## src/hw/rename_pkg.sv

```systemverilog
package rename_pkg;

    // architectural register space
    localparam int AREG_N = 32;
    localparam int AREG_W = 5;

    // reorder buffer
    localparam int ROB_DEPTH = 64;
    localparam int ROB_W     = 6;
    // one bundle may already be in flight when room is sampled
    localparam int ROB_LIMIT = 60;

    // bundle shape, slot k owns sources 2k and 2k+1
    localparam int ISSUE_N = 2;
    localparam int SRC_N   = 4;

    localparam int XLEN = 32;

    typedef logic [AREG_W-1:0] areg_id_t;
    typedef logic [ROB_W-1:0]  rob_id_t;

    typedef enum logic [1:0] {
        OP_ALU,
        OP_MDU,
        OP_LSU,
        OP_BR
    } op_t;

    // one mapping entry
    typedef struct packed {
        logic    check;
        rob_id_t rob_id;
    } rat_entry_t;

    // decoded bundle from decode
    typedef struct packed {
        logic [XLEN-1:0]               pc;
        logic [ISSUE_N-1:0]            valid;
        logic [ISSUE_N-1:0]            w_reg;
        areg_id_t [ISSUE_N-1:0]        dst;
        areg_id_t [SRC_N-1:0]          src;
        logic [SRC_N-1:0]              src_need;
        op_t [ISSUE_N-1:0]             op;
        logic [ISSUE_N-1:0][XLEN-1:0]  imm;
    } dec_pkt_t;

    // renamed packet towards dispatch
    typedef struct packed {
        logic [XLEN-1:0]               pc;
        logic [ISSUE_N-1:0]            valid;
        areg_id_t [ISSUE_N-1:0]        dst;
        rob_id_t [ISSUE_N-1:0]         rob_id;
        logic [ISSUE_N-1:0]            check;
        rob_id_t [SRC_N-1:0]           src_rob_id;
        logic [SRC_N-1:0][XLEN-1:0]    src_data;
        logic [SRC_N-1:0]              data_valid;
        op_t [ISSUE_N-1:0]             op;
        logic [ISSUE_N-1:0][XLEN-1:0]  imm;
    } ren_pkt_t;

    // one retiring instruction
    typedef struct packed {
        logic            w_valid;
        areg_id_t        dst;
        rob_id_t         rob_id;
        logic            check;
        logic [XLEN-1:0] data;
    } retire_t;

endpackage

```

## src/hw/rob_alloc.sv

```systemverilog
`timescale 1ns/1ps

module rob_alloc import rename_pkg::*; (
    input  logic                  clk,
    input  logic                  rst_n_i,
    input  logic                  flush_i,
    input  logic [1:0]            issue_cnt_i,
    input  retire_t [ISSUE_N-1:0] retire_i,
    output logic                  rob_room_o,
    output rob_id_t               alloc_id0_o,
    output rob_id_t               alloc_id1_o
);

    // one extra bit so a full ROB is representable
    logic [ROB_W:0] cnt_q;
    logic [ROB_W:0] cnt_d;
    logic [1:0]     ret_cnt;
    logic           room_q;
    rob_id_t        ptr0_q;
    rob_id_t        ptr1_q;

    assign ret_cnt = {1'b0, retire_i[0].w_valid} + {1'b0, retire_i[1].w_valid};
    assign cnt_d   = cnt_q + (ROB_W + 1)'(issue_cnt_i) - (ROB_W + 1)'(ret_cnt);

    always_ff @(posedge clk) begin
        if (!rst_n_i || flush_i) begin
            cnt_q  <= '0;
            ptr0_q <= '0;
            ptr1_q <= rob_id_t'(1);
            room_q <= 1'b1;
        end else begin
            cnt_q  <= cnt_d;
            // ids wrap naturally at ROB_DEPTH
            ptr0_q <= ptr0_q + rob_id_t'(issue_cnt_i);
            ptr1_q <= ptr1_q + rob_id_t'(issue_cnt_i);
            // sampled from the old count, lags one cycle
            room_q <= (cnt_q <= (ROB_W + 1)'(ROB_LIMIT));
        end
    end

    assign rob_room_o  = room_q;
    assign alloc_id0_o = ptr0_q;
    assign alloc_id1_o = ptr1_q;

    // room flag plus headroom must keep the count in range
    a_cnt_range: assert property (
        @(posedge clk) disable iff (!rst_n_i)
        (cnt_q <= (ROB_W + 1)'(ROB_DEPTH)) &&
        ((cnt_q + (ROB_W + 1)'(issue_cnt_i)) >= (ROB_W + 1)'(ret_cnt))
    );

endmodule

```

## config.mk

```make
export PLATFORM = sky130hd
export DESIGN_NAME = rob_alloc
export DESIGN_NICKNAME = d
export VERILOG_FILES = /design/src/hw/rename_pkg.sv /design/src/hw/rob_alloc.sv
export SDC_FILE = /design/constraint.sdc
export NUM_CORES = 1
export LEC_CHECK = 0
export BUFFER_PORTS_ARGS = -buffer_cell sky130_fd_sc_hd__buf_2
export CORE_UTILIZATION = 25
export DETAILED_ROUTE_END_ITERATION = 8
export PLACE_DENSITY_LB_ADDON = 0.25
export SLEW_MARGIN = 20
export SYNTH_ARGS = -nofsm -noshare
export SYNTH_HDL_FRONTEND = slang
export SYNTH_SLANG_ARGS = --single-unit
```

## constraint.sdc

```tcl
create_clock -name clk -period 3.41 [get_ports clk]
set_clock_uncertainty 0.15 [all_clocks]
set_input_delay 0.341 -clock clk [delete_from_list [all_inputs] [get_ports clk]]
set_output_delay 0.341 -clock clk [all_outputs]
set_load 0.005 [all_outputs]
```

==> impl_metrics.yaml <==
finish:
  multi_input_area_um2: 696
  fin_cells: 201
  stdcell_area_um2: 1400
  nNetsFinal: 265
  n_fill_cell: 474
  diodes: 0
  syn_to_final_growth_pct: 16.1
  fin_util: 0.311
  drive_gt1_frac: 0.168
  regArea_um2: 400
setup_path:
  worstPathCellList: "buf_2 -> fa_1 -> inv_1 -> fa_1 -> inv_1 -> ha_1 -> inv_1 -> fa_1 -> nor2b_1 -> o31a_1 -> nand2_1 -> o211ai_1"
  cp_max_fo: 3
  worstSetupStartpoint: "issue_cnt_i[0]"
  critPathCaptureType: "flip-flop"
  max_stage_delay_ns: 0.54
  r2r-end: "cnt_q[6]"
  r2r_start: "cnt_q[0]"
  r2r_cells: 10
  required_ns: 3.44
  reg2reg_slack_ns: 1.10
  slowest_stage: "fa_1"
  crit_path_start_kind: "input pin"
  critPathArrivalTime_ns: 2.76
  critPathKind: "in2reg"
die:
  dieArea_um2: 5110
  rows: 24
  die_w_um: 71.5
  fp.dieH_um: 71.5
  io-pin-count: 108
  start_util: 0.268
  core_area_um2: 4500
sta:
  setup_slack_ns: 0.685
  setup_viol: 0
  max_freq_mhz: 367
  rsz0062_at_grt: "no"
  period_minus_slack_ns: 2.72
  drv_slew: 0
  finalCritPeriodShare: 0.799
  slew_headroom: 0.799
  tightest_slew_ns: 0.302
  fin_setup_tns_ns: 0
  hold-worst-slack_ns: 0.295
  hold_viol_final: 0
cts:
  cts_resized: 0
  htreeDepth: 1
  cts_buffers: 3
  clk_pin_slew_worst_paths_ns: 0.07
  clockBufferDepth: 2
  cts_tree: "done"
  holdBufCountCts: 0
  cts_setup_buffers: 0
  clock_latency_ns: 0.25
  clock_sinks: 20
  root_buffer: "clkbuf_8"
grt:
  grt_pass1_vias: 873
  grtUsageMet2: 0.163
  grt_most_used_layer: "met2"
  grt_util_met3: 0.0141
  grt_max_degree: 28
  grt_pass1_wl_um: 3680
  grt_overflow: 0
  antenna_found_initial: 0
  use_met1: 0.105
  grt_use_total: 0.0908
synth:
  syn_inst: 129
  synth_seq_cells: 20
  synthSimpleGateAreaFrac: 0.178
  synth_compound_area_frac: 0.0933
  synth.top_cells.by_count: "inv_1 (24), dfxtp_1 (20), ha_1 (15), nor2_1 (15), xor2_1 (6)"
  synth_ff_type: "dfxtp_1"
  ys_types: 32
  synth_nets: 244
  synth_edf_count: 0
  synth_xor_area_frac: 0.0580
  synth_top_family_by_area: "adder cells"
  syn_area_um2: 1210
  synthArstFlopShare: 0
  yosysTopAreaCell: "dfxtp_1"
  synth_top_area_share: 0.332
  synth.avg_cell_area_um2: 9.36
  synth.most_common_cell: "inv_1"
  synthMuxAreaShare: 0.00829
  synth_area_leaders: "dfxtp_1 (33%), ha_1 (16%), fa_1 (8.3%)"
  yosysWarningCount: 0
  synth-adder-area-share: 0.238
  ys_seq_area_frac: 0.332
power:
  power_density_nw_per_um2: 484
  power.leakage_nw: 0.639
  peakVddDrop_v: 0.000131
  total_power_uw: 678
status:
  status: "finished, final reports clean"
place:
  hpwlAfterDp_um: 1690
  dp_slack_ns: 0.405
  gp_congestion: 0.677
  dp.cells: 197
  numPortBuffers: 19
  placed_area_um2: 1350
worst_hold_path:
  min-delay-start: "cnt_q[6]"
  hold_depth: 1
  min_to: "rob_room_o"
  worst_hold_path_type: "reg2reg"
route:
  vias: 885
  ant_nets: 0
  post_drt_via_cell_ratio: 4.40
  wl_um: 2090
  drc_errors: 0
  drtPass1Iterations: 4
  wire_per_inst_um: 10.4
  drtIter0Drc: 12
run:
  maxCapViolCount: 0
-- worst max-delay path: cells and delay by family --
kind            cells  cell delay, ns
simple gates        2            0.27
compound gates      2            0.29
fa+ha+maj           4            1.55
buf+inv             4            0.30
-- layout by cell type (no fill, tap or decap), types with 4 or more instances in the layout --
master and n:
inv_1 24, nor3b_1 4, nor2_1 15, buf_2 19, fa_1 5, nor2b_1 4
dfxtp_1 20, ha_1 15, clkbuf_8 4, xor2_1 6
-- routing by layer --
metal	wire [um]	part of all wire
met1	1020	0.49
met4	16	0.0076
met3	86	0.041
met2	968	0.46
met5	0	0
-- logic make-up (layout without fill, tap and decap cells) --
logic type	after synthesis	count (layout)
AND/OR/NAND/NOR	37	37
buffers and inverters	27	47
adder cells (fa/ha/maj)	20	20
flip-flops	20	20
AO/OA/AOI/OAI	16	16
XOR/XNOR	8	8
multiplexers	1	1
-- worst max-delay path by stage --
stage / to / slack (ns) / cells past startpoint
after floorplan: cnt_q[6] / 0.74 / 11
after global placement: cnt_q[6] / 0.43 / 11
after detailed placement: cnt_q[6] / 0.41 / 12
after CTS: cnt_q[6] / 0.66 / 12
after global routing: cnt_q[6] / 0.55 / 12
final: cnt_q[6] / 0.69 / 12
-- where the power goes --
group          switching, mW  leakage [nW]  internal [mW]
Combinational          0.120         0.447          0.104
Sequential            0.0172         0.163          0.259
Clock                 0.0747        0.0288          0.103
-- area by class of cell --
cell class | instances | share of cell area
clock buffer | 4 | 0.0393
tap | 52 | 0.0464
inverter | 24 | 0.0643
multi-input combinational | 82 | 0.496
sequential | 20 | 0.286
timing repair buffer | 19 | 0.0679
-- sequential cells by signal, summed over array words and instances (netlist names) --
register,cells
cnt_q,7
alloc_id0_o,6
alloc_id1_o,6
rob_room_o,1
Power figures use the tool's default switching activity.
